===== src/rtl/rdwr_config.svh =====
// Build-time sizes for the host-memory exerciser
// Bus widths, engine and register counts, read depth and test identifier

`ifndef RDWR_CONFIG_SVH
`define RDWR_CONFIG_SVH

// Width of MMIO data and of every host memory data word
`define RDWR_DATA_W 64

// Host memory word address width
`define RDWR_ADDR_W 32

// MMIO word address width, one bit of block type, three of engine, three of register
`define RDWR_MMIO_ADDR_W 7

// Engine count, the address map leaves room for at most 8
`define RDWR_NUM_ENGINES 2

// Registers in each block, global or engine
`define RDWR_NUM_CSRS 8

// Reads in flight plus words buffered per engine, also the return buffer depth
`define RDWR_MAX_INFLIGHT 8

// Software matches this identifier before it trusts the register map
`define RDWR_TEST_ID 128'h7d3e61a0_92c4_4f57_b8e2_0c5a19d46f3b

`endif


===== src/rtl/rdwr_pkg.sv =====
// Shared types for the exerciser
// MMIO address views, register index names and the engine status word

`include "rdwr_config.svh"

package rdwr_pkg;

    // Field view of an MMIO word address
    typedef struct packed {
        logic       is_eng;
        logic [2:0] eng_sel;
        logic [2:0] reg_idx;
    } mmio_addr_fields_t;

    // The same address seen either as a flat index or split into fields
    typedef union packed {
        logic [`RDWR_MMIO_ADDR_W-1:0] flat;
        mmio_addr_fields_t            f;
    } mmio_addr_u;

    // Engine registers on the write side
    localparam logic [2:0] REG_RD_BASE  = 3'd0;
    localparam logic [2:0] REG_WR_BASE  = 3'd1;
    // Low 32 bits hold the line count, a write here starts a job
    localparam logic [2:0] REG_CTRL     = 3'd2;
    localparam logic [2:0] REG_XOR      = 3'd3;

    // Engine registers on the read side
    localparam logic [2:0] REG_STATUS   = 3'd0;
    localparam logic [2:0] REG_CHECKSUM = 3'd1;
    localparam logic [2:0] REG_ENG_ID   = 3'd2;

    // Status word as software reads it
    typedef struct packed {
        logic        active;
        logic        done;
        logic [29:0] rsvd;
        logic [31:0] lines_written;
    } eng_status_t;

endpackage


===== src/rtl/engine_csr_if.sv =====
// Register link between the CSR manager and one register block
// Write strobe towards the block, read words and a busy level back

`timescale 1ns/1ps

`include "rdwr_config.svh"

interface engine_csr_if;

    // One-cycle write strobe with its register index and data
    logic                    wr_en;
    logic [2:0]              wr_idx;
    logic [`RDWR_DATA_W-1:0] wr_data;

    // Every readable register of the block, always presented
    logic [`RDWR_DATA_W-1:0] rd_data [`RDWR_NUM_CSRS];

    // High while the block is running a job
    logic                    status_active;

    // The manager drives writes and samples the read side
    modport mgr (output wr_en, wr_idx, wr_data,
                 input  rd_data, status_active);

    // A block takes writes and presents its registers
    modport eng (input  wr_en, wr_idx, wr_data,
                 output rd_data, status_active);

endinterface


===== src/rtl/afu.sv =====
// Top level of the host-memory exerciser
// Global registers, copy engines per host port and the MMIO decoder

`timescale 1ns/1ps

`include "rdwr_config.svh"

module afu
(
    input  logic                                              clk,
    input  logic                                              arst_n,

    // Host memory read channel, one port per engine
    output logic [`RDWR_NUM_ENGINES-1:0]                      host_rd_read,
    output logic [`RDWR_NUM_ENGINES-1:0][`RDWR_ADDR_W-1:0]    host_rd_address,
    input  logic [`RDWR_NUM_ENGINES-1:0]                      host_rd_waitrequest,
    input  logic [`RDWR_NUM_ENGINES-1:0]                      host_rd_readdatavalid,
    input  logic [`RDWR_NUM_ENGINES-1:0][`RDWR_DATA_W-1:0]    host_rd_readdata,

    // Host memory write channel
    output logic [`RDWR_NUM_ENGINES-1:0]                      host_wr_write,
    output logic [`RDWR_NUM_ENGINES-1:0][`RDWR_ADDR_W-1:0]    host_wr_address,
    output logic [`RDWR_NUM_ENGINES-1:0][`RDWR_DATA_W-1:0]    host_wr_writedata,
    input  logic [`RDWR_NUM_ENGINES-1:0]                      host_wr_waitrequest,

    // MMIO slave
    input  logic                                              mmio_write,
    input  logic                                              mmio_read,
    input  logic [`RDWR_MMIO_ADDR_W-1:0]                      mmio_address,
    input  logic [`RDWR_DATA_W-1:0]                           mmio_writedata,
    output logic [`RDWR_DATA_W-1:0]                           mmio_readdata,
    output logic                                              mmio_readdatavalid,
    output logic                                              mmio_waitrequest,
    output logic [1:0]                                        mmio_response
);

    localparam logic [127:0] TEST_ID = `RDWR_TEST_ID;

    engine_csr_if eng_csr_glob ();
    engine_csr_if eng_csr [`RDWR_NUM_ENGINES] ();

    // ========================================
    // Global registers
    // ========================================

    // Tells software which test this is and how many engines it can drive
    always_comb
    begin
        for (int i = 0; i < `RDWR_NUM_CSRS; i++)
            eng_csr_glob.rd_data[i] = '0;
        eng_csr_glob.rd_data[0] = TEST_ID[63:0];
        eng_csr_glob.rd_data[1] = TEST_ID[127:64];
        eng_csr_glob.rd_data[2] = `RDWR_DATA_W'(`RDWR_NUM_ENGINES);
        // No job runs in the global block
        eng_csr_glob.status_active = 1'b0;
    end

    // ========================================
    // Copy engines
    // ========================================

    for (genvar p = 0; p < `RDWR_NUM_ENGINES; p++)
    begin : g_eng
        host_mem_rdwr_engine #(
            .ENGINE_NUMBER (p)
        ) eng (
            .clk              (clk),
            .arst_n           (arst_n),
            .csrs             (eng_csr[p]),
            .rd_read          (host_rd_read[p]),
            .rd_address       (host_rd_address[p]),
            .rd_waitrequest   (host_rd_waitrequest[p]),
            .rd_readdatavalid (host_rd_readdatavalid[p]),
            .rd_readdata      (host_rd_readdata[p]),
            .wr_write         (host_wr_write[p]),
            .wr_address       (host_wr_address[p]),
            .wr_writedata     (host_wr_writedata[p]),
            .wr_waitrequest   (host_wr_waitrequest[p])
        );
    end

    // MMIO decode for all blocks
    csr_mgr u_csr_mgr (
        .clk                (clk),
        .arst_n             (arst_n),
        .mmio_write         (mmio_write),
        .mmio_read          (mmio_read),
        .mmio_address       (mmio_address),
        .mmio_writedata     (mmio_writedata),
        .mmio_readdata      (mmio_readdata),
        .mmio_readdatavalid (mmio_readdatavalid),
        .eng_csr_glob       (eng_csr_glob),
        .eng_csr            (eng_csr)
    );

    // Every access is taken at once and always succeeds
    assign mmio_waitrequest = 1'b0;
    assign mmio_response    = 2'b00;

endmodule


===== src/rtl/csr_mgr.sv =====
// MMIO register decoder for the exerciser
// Routes writes to engines and returns registered read data

`timescale 1ns/1ps

`include "rdwr_config.svh"

module csr_mgr
    import rdwr_pkg::*;
(
    input  logic                    clk,
    input  logic                    arst_n,

    input  logic                    mmio_write,
    input  logic                    mmio_read,
    input  mmio_addr_u              mmio_address,
    input  logic [`RDWR_DATA_W-1:0] mmio_writedata,
    output logic [`RDWR_DATA_W-1:0] mmio_readdata,
    output logic                    mmio_readdatavalid,

    engine_csr_if.mgr               eng_csr_glob,
    engine_csr_if.mgr               eng_csr [`RDWR_NUM_ENGINES]
);

    localparam int NUM_ENG = `RDWR_NUM_ENGINES;
    localparam int NUM_CSR = `RDWR_NUM_CSRS;
    // The eng_sel field can name this many engines
    localparam int MAX_ENG = 8;

    // Read words of every engine slot the address map can select
    logic [`RDWR_DATA_W-1:0] eng_rd [MAX_ENG][NUM_CSR];

    // ========================================
    // Write routing
    // ========================================

    // The global block is read only, so it never sees a strobe
    assign eng_csr_glob.wr_en   = 1'b0;
    assign eng_csr_glob.wr_idx  = mmio_address.f.reg_idx;
    assign eng_csr_glob.wr_data = mmio_writedata;

    for (genvar e = 0; e < MAX_ENG; e++)
    begin : g_eng
        if (e < NUM_ENG)
        begin : g_live
            // Only the engine named by eng_sel gets the strobe
            assign eng_csr[e].wr_en   = mmio_write && mmio_address.f.is_eng &&
                                        (mmio_address.f.eng_sel == 3'(e));
            assign eng_csr[e].wr_idx  = mmio_address.f.reg_idx;
            assign eng_csr[e].wr_data = mmio_writedata;
            assign eng_rd[e]          = eng_csr[e].rd_data;

            // A start to an idle engine with a nonzero count must show it busy
            // on the next cycle, which ties this decode to the engine FSM
            a_start_goes_active : assert property (
                @(posedge clk) disable iff (!arst_n)
                eng_csr[e].wr_en && (eng_csr[e].wr_idx == REG_CTRL) &&
                !eng_csr[e].status_active && (eng_csr[e].wr_data[31:0] != 32'd0)
                |=> eng_csr[e].status_active);
        end
        else
        begin : g_absent
            // Engine numbers beyond the build read as zero
            assign eng_rd[e] = '{default: '0};
        end
    end

    // ========================================
    // Read return
    // ========================================

    // Valid strobe follows the read by exactly one cycle
    always_ff @(posedge clk or negedge arst_n)
    begin
        if (!arst_n)
        begin
            mmio_readdatavalid <= 1'b0;
        end
        else
        begin
            mmio_readdatavalid <= mmio_read;
        end
    end

    // Read data is captured on the request cycle
    always_ff @(posedge clk)
    begin
        if (mmio_read)
        begin
            if (mmio_address.f.is_eng)
            begin
                mmio_readdata <= eng_rd[mmio_address.f.eng_sel][mmio_address.f.reg_idx];
            end
            else
            begin
                mmio_readdata <= eng_csr_glob.rd_data[mmio_address.f.reg_idx];
            end
        end
    end

    // The host issues one MMIO access per cycle
    a_no_rd_wr_overlap : assert property (
        @(posedge clk) disable iff (!arst_n)
        !(mmio_read && mmio_write));

endmodule


===== src/rtl/host_mem_rdwr_engine.sv =====
// Host memory copy engine with its control registers
// Pipelined reads, in-order return buffer, XOR write-back and a running checksum

`timescale 1ns/1ps

`include "rdwr_config.svh"

module host_mem_rdwr_engine
    import rdwr_pkg::*;
#(
    parameter int ENGINE_NUMBER = 0
)
(
    input  logic                    clk,
    input  logic                    arst_n,

    engine_csr_if.eng               csrs,

    output logic                    rd_read,
    output logic [`RDWR_ADDR_W-1:0] rd_address,
    input  logic                    rd_waitrequest,
    input  logic                    rd_readdatavalid,
    input  logic [`RDWR_DATA_W-1:0] rd_readdata,

    output logic                    wr_write,
    output logic [`RDWR_ADDR_W-1:0] wr_address,
    output logic [`RDWR_DATA_W-1:0] wr_writedata,
    input  logic                    wr_waitrequest
);

    localparam int MAX   = `RDWR_MAX_INFLIGHT;
    localparam int CNT_W = $clog2(MAX + 1);
    localparam int PTR_W = (MAX > 1) ? $clog2(MAX) : 1;

    // Software programmed job description
    logic [`RDWR_ADDR_W-1:0] rd_base;
    logic [`RDWR_ADDR_W-1:0] wr_base;
    logic [31:0]             num_lines;
    logic [`RDWR_DATA_W-1:0] xor_mask;

    logic                    active;
    logic                    done;
    logic                    start;

    // Progress of the job on each side
    logic [31:0]             rd_issued;
    logic [31:0]             wr_count;
    logic [CNT_W-1:0]        rd_outstanding;
    logic [CNT_W-1:0]        buf_count;
    logic [CNT_W-1:0]        credits;
    logic [`RDWR_DATA_W-1:0] checksum;

    // Return buffer holding words between read return and write acceptance
    logic [`RDWR_DATA_W-1:0] buf_mem [MAX];
    logic [PTR_W-1:0]        buf_wr_ptr;
    logic [PTR_W-1:0]        buf_rd_ptr;

    logic                    rd_fire;
    logic                    wr_fire;
    eng_status_t             status;

    // A start is only taken while idle, a busy engine ignores it
    assign start = csrs.wr_en && (csrs.wr_idx == REG_CTRL) && !active;

    // ========================================
    // Register writes and job state
    // ========================================

    always_ff @(posedge clk or negedge arst_n)
    begin
        if (!arst_n)
        begin
            rd_base   <= '0;
            wr_base   <= '0;
            num_lines <= '0;
            xor_mask  <= '0;
            active    <= 1'b0;
            done      <= 1'b0;
        end
        else
        begin
            if (csrs.wr_en && (csrs.wr_idx == REG_RD_BASE))
                rd_base <= csrs.wr_data[`RDWR_ADDR_W-1:0];
            if (csrs.wr_en && (csrs.wr_idx == REG_WR_BASE))
                wr_base <= csrs.wr_data[`RDWR_ADDR_W-1:0];
            if (csrs.wr_en && (csrs.wr_idx == REG_XOR))
                xor_mask <= csrs.wr_data;

            if (start)
            begin
                num_lines <= csrs.wr_data[31:0];
                // An empty job has nothing to move and finishes at once
                active    <= (csrs.wr_data[31:0] != 32'd0);
                done      <= (csrs.wr_data[31:0] == 32'd0);
            end
            else if (wr_fire && (wr_count + 32'd1 == num_lines))
            begin
                // Last write accepted
                active <= 1'b0;
                done   <= 1'b1;
            end
        end
    end

    // ========================================
    // Read issue and return
    // ========================================

    // Every slot is either a read in flight or a word waiting to be written
    assign credits    = CNT_W'(MAX) - rd_outstanding - buf_count;
    assign rd_read    = active && (rd_issued != num_lines) && (credits != '0);
    assign rd_address = rd_base + rd_issued;
    assign rd_fire    = rd_read && !rd_waitrequest;

    // Write side drains the buffer head, which stays put until accepted
    assign wr_write     = (buf_count != '0);
    assign wr_address   = wr_base + wr_count;
    assign wr_writedata = buf_mem[buf_rd_ptr] ^ xor_mask;
    assign wr_fire      = wr_write && !wr_waitrequest;

    always_ff @(posedge clk or negedge arst_n)
    begin
        if (!arst_n)
        begin
            rd_issued      <= '0;
            wr_count       <= '0;
            rd_outstanding <= '0;
            buf_count      <= '0;
            buf_wr_ptr     <= '0;
            buf_rd_ptr     <= '0;
            checksum       <= '0;
        end
        else if (start)
        begin
            // Nothing is in flight while idle, so only the totals need clearing
            rd_issued <= '0;
            wr_count  <= '0;
            checksum  <= '0;
        end
        else
        begin
            if (rd_fire)
                rd_issued <= rd_issued + 32'd1;
            if (wr_fire)
                wr_count <= wr_count + 32'd1;

            case ({rd_fire, rd_readdatavalid})
                2'b10:   rd_outstanding <= rd_outstanding + 1'b1;
                2'b01:   rd_outstanding <= rd_outstanding - 1'b1;
                default: rd_outstanding <= rd_outstanding;
            endcase

            case ({rd_readdatavalid, wr_fire})
                2'b10:   buf_count <= buf_count + 1'b1;
                2'b01:   buf_count <= buf_count - 1'b1;
                default: buf_count <= buf_count;
            endcase

            if (rd_readdatavalid)
            begin
                // Checksum wraps at 64 bits
                checksum   <= checksum + rd_readdata;
                buf_wr_ptr <= (buf_wr_ptr == PTR_W'(MAX - 1)) ? '0 : buf_wr_ptr + 1'b1;
            end
            if (wr_fire)
                buf_rd_ptr <= (buf_rd_ptr == PTR_W'(MAX - 1)) ? '0 : buf_rd_ptr + 1'b1;
        end
    end

    // Buffer storage
    always_ff @(posedge clk)
    begin
        if (rd_readdatavalid)
            buf_mem[buf_wr_ptr] <= rd_readdata;
    end

    // ========================================
    // Register read side
    // ========================================

    always_comb
    begin
        status               = '0;
        status.active        = active;
        status.done          = done;
        status.lines_written = wr_count;

        for (int i = 0; i < `RDWR_NUM_CSRS; i++)
            csrs.rd_data[i] = '0;
        csrs.rd_data[REG_STATUS]   = status;
        csrs.rd_data[REG_CHECKSUM] = checksum;
        csrs.rd_data[REG_ENG_ID]   = `RDWR_DATA_W'(ENGINE_NUMBER);
        csrs.status_active         = active;
    end

    // Credit accounting must leave room for every returning word
    a_buf_no_overflow : assert property (
        @(posedge clk) disable iff (!arst_n)
        rd_readdatavalid |-> (buf_count != CNT_W'(MAX)));

    // Memory returns data only for reads it accepted
    a_rdv_has_read : assert property (
        @(posedge clk) disable iff (!arst_n)
        rd_readdatavalid |-> (rd_outstanding != '0));

endmodule


===== config.mk =====
export PLATFORM = sky130hd
export DESIGN_NAME = afu
export DESIGN_NICKNAME = d
export VERILOG_FILES = /design/src/rtl/rdwr_pkg.sv /design/src/rtl/engine_csr_if.sv /design/src/rtl/afu.sv /design/src/rtl/csr_mgr.sv /design/src/rtl/host_mem_rdwr_engine.sv
export VERILOG_INCLUDE_DIRS = /design/src /design/src/rtl
export SDC_FILE = /design/constraint.sdc
export NUM_CORES = 2
export LEC_CHECK = 0
export BUFFER_PORTS_ARGS = -buffer_cell sky130_fd_sc_hd__buf_4
export CAP_MARGIN = 20
export CORE_MARGIN = 1.5
export CORE_UTILIZATION = 32
export DETAILED_ROUTE_END_ITERATION = 10
export SLEW_MARGIN = 25
export SYNTH_ARGS = -nofsm -noshare
export SYNTH_HDL_FRONTEND = slang
export SYNTH_SLANG_ARGS = --single-unit

===== constraint.sdc =====
create_clock -name clk -period 5.73 [get_ports clk]
set_input_delay 1.146 -clock clk [delete_from_list [all_inputs] [get_ports clk]]
set_output_delay 1.146 -clock clk [all_outputs]
set_load 0.02 [all_outputs]

---- Yosys cells after proc, flatten, opt, wreduce, memory -nomap -nowiden ----
Memories as Yosys holds them, arrays and structs flattened.
Cells that the tools add are included.
storage, ports and cells
  bits in read-only memories .............. 512
  bits in latches ......................... 0
  word-level logic and storage cells ...... 183
  memory bits (writable) .................. 1024
  output and inout port bits .............. 328
  register bits after elaboration ......... 673
  memories kept ........................... 3
  bits of input ports ..................... 209
operators by class
  equality and inequality tests ........... 20
  mux-type cells .......................... 41
  reduce and logical (&&, ||, !) cells .... 57
  shift operators ......................... 0
  add/subtract/negate cells ............... 26
  magnitude comparators ................... 2
  div/mod/pow operators ................... 0
  bitwise gates (word level) .............. 6
  multipliers ............................. 0
memories
  memory                words  width  read ports  clocked after memory_dff  wr ports  line                        source
  (no name shown)       8      64     1           0                         0         csr_mgr.sv:96               mmio_readdata <= eng_csr_glob.rd_data[mmio_address.f.reg_idx];
  g_eng[0].eng.buf_mem  8      64     1           0                         1         host_mem_rdwr_engine.sv:54  logic [`RDWR_DATA_W-1:0] buf_mem [MAX];
  g_eng[1].eng.buf_mem  8      64     1           0                         1         host_mem_rdwr_engine.sv:54
operators with widths
  operator                                                             number
  512-bit binary-select mux with 3-bit select                          1
  512-bit 2-to-1 mux                                                   2
  64-bit 2-to-1 mux                                                    9
  32-bit 2-to-1 mux                                                    8
  64-bit binary-select mux with 3-bit select                           1
  32-bit by 1-bit adder with 32-bit output (second input constant)     4
  32-bit adder                                                         4
  64-bit adder                                                         2
  64-bit XOR                                                           2
  32-bit == test                                                       2
  32-bit inequality test                                               2
  32-bit logical NOT                                                   1
  4-bit one-hot mux with 2 select lines                                4
  32-bit nonzero test                                                  1
  2-bit nonzero test                                                   12
  1-bit logical AND                                                    23
  4-bit by 1-bit adder with 4-bit output (second input constant)       4
  2-bit AND reduction                                                  8
  4-bit nonzero test                                                   4
  4-bit by 1-bit subtractor with 4-bit output (second input constant)  4
  3-bit by 1-bit adder with 3-bit output (second input constant)       4
  3-bit == test (second input constant)                                4
  1-bit 2-to-1 mux                                                     12
  3-bit 2-to-1 mux                                                     4
  other kinds (11)                                                     30

---- Longest topological paths before layout ----
  depth in word-level cells ............... 8
  gate-level depth with buffers ........... 16

---- By module ----
Synthesis repeated with hierarchy kept, for this count alone.
second synthesis, totals
  cell total of the unflattened synthesis .. 8492
  area, all modules ....................... 102300.6 µm²
modules (own cells, without submodules)
  module                                area an instance (µm²)  cells an instance  sequential area each (µm²)  instances
  host_mem_rdwr_engine at g_eng[0].eng  43372.8                 3448               22982.0                     1
  host_mem_rdwr_engine at g_eng[1].eng  43153.9                 3441               22982.0                     1
  csr_mgr                               15743.8                 1598               1946.9                      1
  afu                                   30.0                    5                  0.0                         1

---- Least setup slack after synthesis ----
No wires, ideal clock.
  path kind ............................... input port to flip-flop
  from .................................... in host_rd_readdatavalid[0]
  to ...................................... mem g_eng[0].eng.buf_mem[1][0] (netlist bit), enable pin
  path buffers ............................ 3
  cell stages on the path ................. 5
  arrival time ............................ 6.620 ns
  library setup time ...................... 0.565 ns
  required time ........................... 5.165 ns
  path slack .............................. -1.454 ns
  cells stage by stage .................... clkbuf_1 > clkbuf_1 > clkbuf_1 > nand2_1 > nor3_1
between the ends
  longest elaborated chain between the ends .. 2
RTL lines
  element                                 line                         source
  start, declared                         afu.sv:17                    input logic [`RDWR_NUM_ENGINES-1:0] host_rd_readdatavalid,
  1-bit 2-to-1 mux                        host_mem_rdwr_engine.sv:173  if (rd_readdatavalid)
  1-bit 2-to-1 mux (not written as such)  host_mem_rdwr_engine.sv:174  buf_mem[buf_wr_ptr] <= rd_readdata;
  end, declared                           host_mem_rdwr_engine.sv:54
No other way between the ends.

==> impl_metrics.env <==
export IMPL_outcome="finished clean"
export IMPL_cp_arrival_ps=4460
export IMPL_power_per_cell_area_mw_per_mm2=483
export IMPL_die_y_um=513
export IMPL_grt_pass1_wl_mm=404
export IMPL_instances_no_fill=10400
export IMPL_cts_hold_buf=0
export IMPL_synth_compound_area_share_pct=7.50
export IMPL_leakagePower_nw=39.0
export IMPL_hold_viol_final=0
export IMPL_fin_nets=7306
export IMPL_synth_adder_area_share_pct=4.53
export IMPL_fillerInstances=24600
export IMPL_power_w=0.0474
export IMPL_syn_cell_area_mm2=0.0833
export IMPL_yosysTopAreaCell="edfxtp_1"
export IMPL_ir_worst_vdd_mv=0.308
export IMPL_root_buffer="clkbuf_16"
export IMPL_drtPass1Iterations=6
export IMPL_synthCells=6277
export IMPL_core_mm2=0.259
export IMPL_pre_cts_slack_ps=653
export IMPL_maxCapViolCount=0
export IMPL_io_pins=537
export IMPL_grt_antenna_before_repair=81
export IMPL_critPathMaxStageDelay_ps=450
export IMPL_path_max_fanout=4
export IMPL_relSlewSlack_pct=30.4
export IMPL_grtUsageTotal_pct=21.4
export IMPL_cts_buffers=183
export IMPL_port_buffers=533
export IMPL_slew_viol_final=0
export IMPL_synthMuxAreaShare_pct=14.1
export IMPL_fmax_mhz=178
export IMPL_gr_total_overflow=0
export IMPL_finalSetupViolCount=0
export IMPL_synth_top_family_by_area="multiplexers"
export IMPL_required_ps=4580
export IMPL_cp_start_kind="flop"
export IMPL_ys_warn_count=0
export IMPL_synth_ff_type="edfxtp_1"
export IMPL_end_kind="output port"
export IMPL_yosysMostFrequentCell="edfxtp_1"
export IMPL_netlist_top_cells_area="edfxtp_1, dfrtp_1, mux4_2"
export IMPL_avgSynthCellArea_um2=13.3
export IMPL_insertion_delay_ps=880
export IMPL_setup_slack_ps=127
export IMPL_synthSimpleGateAreaFrac_pct=7.79
export IMPL_ys_ff_latch=1697
export IMPL_yosysTopAreaCellShare_pct=39.2
export IMPL_synth_common_cells="edfxtp_1, dfrtp_1, nand2_1"
export IMPL_utilization_pct=37.9
export IMPL_layout_area_seq_mm2=0.0479
export IMPL_path_class="reg2out"
export IMPL_min_period_ps=5600
export IMPL_start_util_pct=32.1
export IMPL_synth_xor_area_share_pct=6.61
export IMPL_drive_gt1_share_pct=22.2
export IMPL_place_hpwl_mm=206
export IMPL_clk_pin_slew_ps=60
export IMPL_crit_buf_inv=1
export IMPL_hold_path_class="in2async"
export IMPL_die_width_um=513
export IMPL_crit_chain="ha_4 -> and3_2 -> a221oi_4 -> o21ai_4 -> a31oi_4 -> nor3_2 -> o32a_1 -> a41o_1 -> or4_4 -> a31o_1 -> a21oi_2 -> xnor2_2 -> buf_4"
export IMPL_cts_sinks=1697
export IMPL_viasPerCell=5.34
export IMPL_htreeDepth=4
export IMPL_grt_max_degree=151
export IMPL_rsz0062_at_grt="true"
export IMPL_row_count=187
export IMPL_drc_errors=0
export IMPL_seq_area_frac_synth_pct=57.5
export IMPL_skew_ps=81.4
export IMPL_tightest_slew_ps=1010
export IMPL_multi_input_area_mm2=0.0342
export IMPL_crit_path_top_delay_cell="dfrtp_2"
export IMPL_drt_iter0_markers=5676
export IMPL_holdWs_ps=267
export IMPL_drt_total_wl_mm=287
export IMPL_area_growth_pct=17.9
export IMPL_cts_path_max_buffers=3
export IMPL_layout_worst_path_cycle_share_pct=97.8
export IMPL_cts_tree="yes"
export IMPL_synthArstFlopShare_pct=35.9
export IMPL_gp_congestion=0.925
export IMPL_ys_types=84
export IMPL_avgRoutedWirePerCell_um=27.7
export IMPL_detail_route_antenna_nets=0
export IMPL_grt_pass1_vias=54500
export IMPL_die_area_mm2=0.263
export IMPL_dp_cells=10000
export IMPL_cp_top_family="compound AO/OA/AOI/OAI gates"
export IMPL_dr_total_vias=55500
export IMPL_synth_edf_count=1088
==> cell usage in the layout, fill, tap and decap left out, types with 14 or more instances in the layout <==
cell type / count
xor2_1: 192
buf_12: 22
nor4_1: 30
bufinv_16: 15
nand4_1: 83
o21ai_0: 248
edfxtp_1: 1088
buf_4: 617
a21o_1: 121
ha_1: 271
clkinv_2: 38
dfrtp_1: 595
o21a_1: 37
mux2i_1: 292
mux2_2: 268
or3_1: 55
xnor2_1: 435
a31oi_1: 20
o31ai_1: 14
nand3_1: 99
nor3_1: 67
and2_1: 24
o21bai_1: 55
nand2b_1: 41
and3_1: 42
clkinv_1: 24
nor2_1: 400
nand2_1: 476
a21oi_1: 311
clkbuf_1: 43
clkbuf_16: 183
inv_1: 120
a211oi_1: 36
nor2b_1: 28
o22ai_1: 18
diode_2: 27
mux4_2: 257
==> sequential cells by signal, summed over array words and instances (netlist names), 2 cells and up <==
register,flops
g_eng.eng.rd_issued,64
g_eng.eng.wr_count,64
g_eng.eng.buf_wr_ptr,6
g_eng.eng.checksum,128
g_eng.eng.num_lines,64
g_eng.eng.buf_mem,1024
g_eng.eng.csrs.status_active,2
g_eng.eng.xor_mask,128
g_eng.eng.rd_base,64
u_csr_mgr.mmio_readdata,64
g_eng.eng.done,2
g_eng.eng.wr_base,64
g_eng.eng.buf_count,8
g_eng.eng.rd_outstanding,8
g_eng.eng.buf_rd_ptr,6
==> area by class of cell <==
type	count	share of cell area, %
Sequential cell	1697	48.8
Tap cell	3402	4.34
Multi-Input combinational cell	4158	34.8
Inverter	121	0.463
Antenna cell	27	0.0688
Clock buffer	238	5.00
Timing Repair Buffer	642	5.22
Clock inverter	107	1.28
==> per-layer routing <==
layer / share of wire [%] / GRT usage (%) / up-vias
met5: 0.10 / 0 / -
met4: 4.9 / 9.93 / 46
met3: 7.1 / 3.96 / 465
met2: 45 / 33.0 / 2015
met1: 43 / 29.1 / 28500
li1: - / - / 24500
==> path summary, 6_finish.rpt <==
kind | startpoint | end | cells after the start | slack, ps
max | g_eng[0].eng.wr_count[7]$_DFFE_PN0P_ | host_wr_address[31] | 13 | 130
min | arst_n | g_eng[1].eng.xor_mask[63]$_DFFE_PN0P_ | 1 | 270
max reg2reg | g_eng[0].eng.checksum[0]$_DFFE_PN0P_ | g_eng[0].eng.checksum[60]$_DFFE_PN0P_ | 13 | 1430
min reg2reg | g_eng[1].eng.rd_outstanding[3]$_DFFE_PN0P_ | g_eng[1].eng.rd_outstanding[3]$_DFFE_PN0P_ | 1 | 500
max in group asynchronous | arst_n | g_eng[1].eng.xor_mask[59]$_DFFE_PN0P_ | 2 | 4110
min in group clk | mmio_writedata[33] | g_eng[0].eng.xor_mask[33]$_DFFE_PN0P_ | 2 | 500
==> repair_timing <==
item	4_1_cts	5_1_grt
endpoints found under the setup margin	8	13
setup buffers	2	16
gates resized for setup	17	28
pin swaps	4	11
==> worst register-to-register path: stages (launching register included) <==
cell and delay, ps:
dfrtp_1 560, ha_1 290, fa_1 240, a21o_1 150, nand4_1 130, nand3_1 150, a21oi_1 120, o31ai_1 600
a41oi_1 380, o21ai_0 570, a31oi_1 330, o41ai_1 380, xnor2_1 170, o21ai_0 80
==> power by group <==
| group | switching, W | internal [W] |
|---|---|---|
| registers | 0.00204 | 0.0149 |
| clock network | 0.00524 | 0.00681 |
| logic | 0.0106 | 0.00783 |
==> through the flow <==
step,instance area [um2],TNS (ps)
after floorplan,83300,0
after global routing,98200,-56.5
final,98200,0
after detailed placement,91600,0
after CTS,97800,-24.1
after global placement,91500,0
==> kinds of logic after synthesis <==
group / after synthesis
AO/OA/AOI/OAI: 999
XOR/XNOR: 629
adder cells (fa/ha/maj): 294
buffers and inverters: 424
flip-flops: 1697
multiplexers: 818
other: 1
AND/OR/NAND/NOR: 1415
No activity file was read; power rests on OpenSTA's default activity.
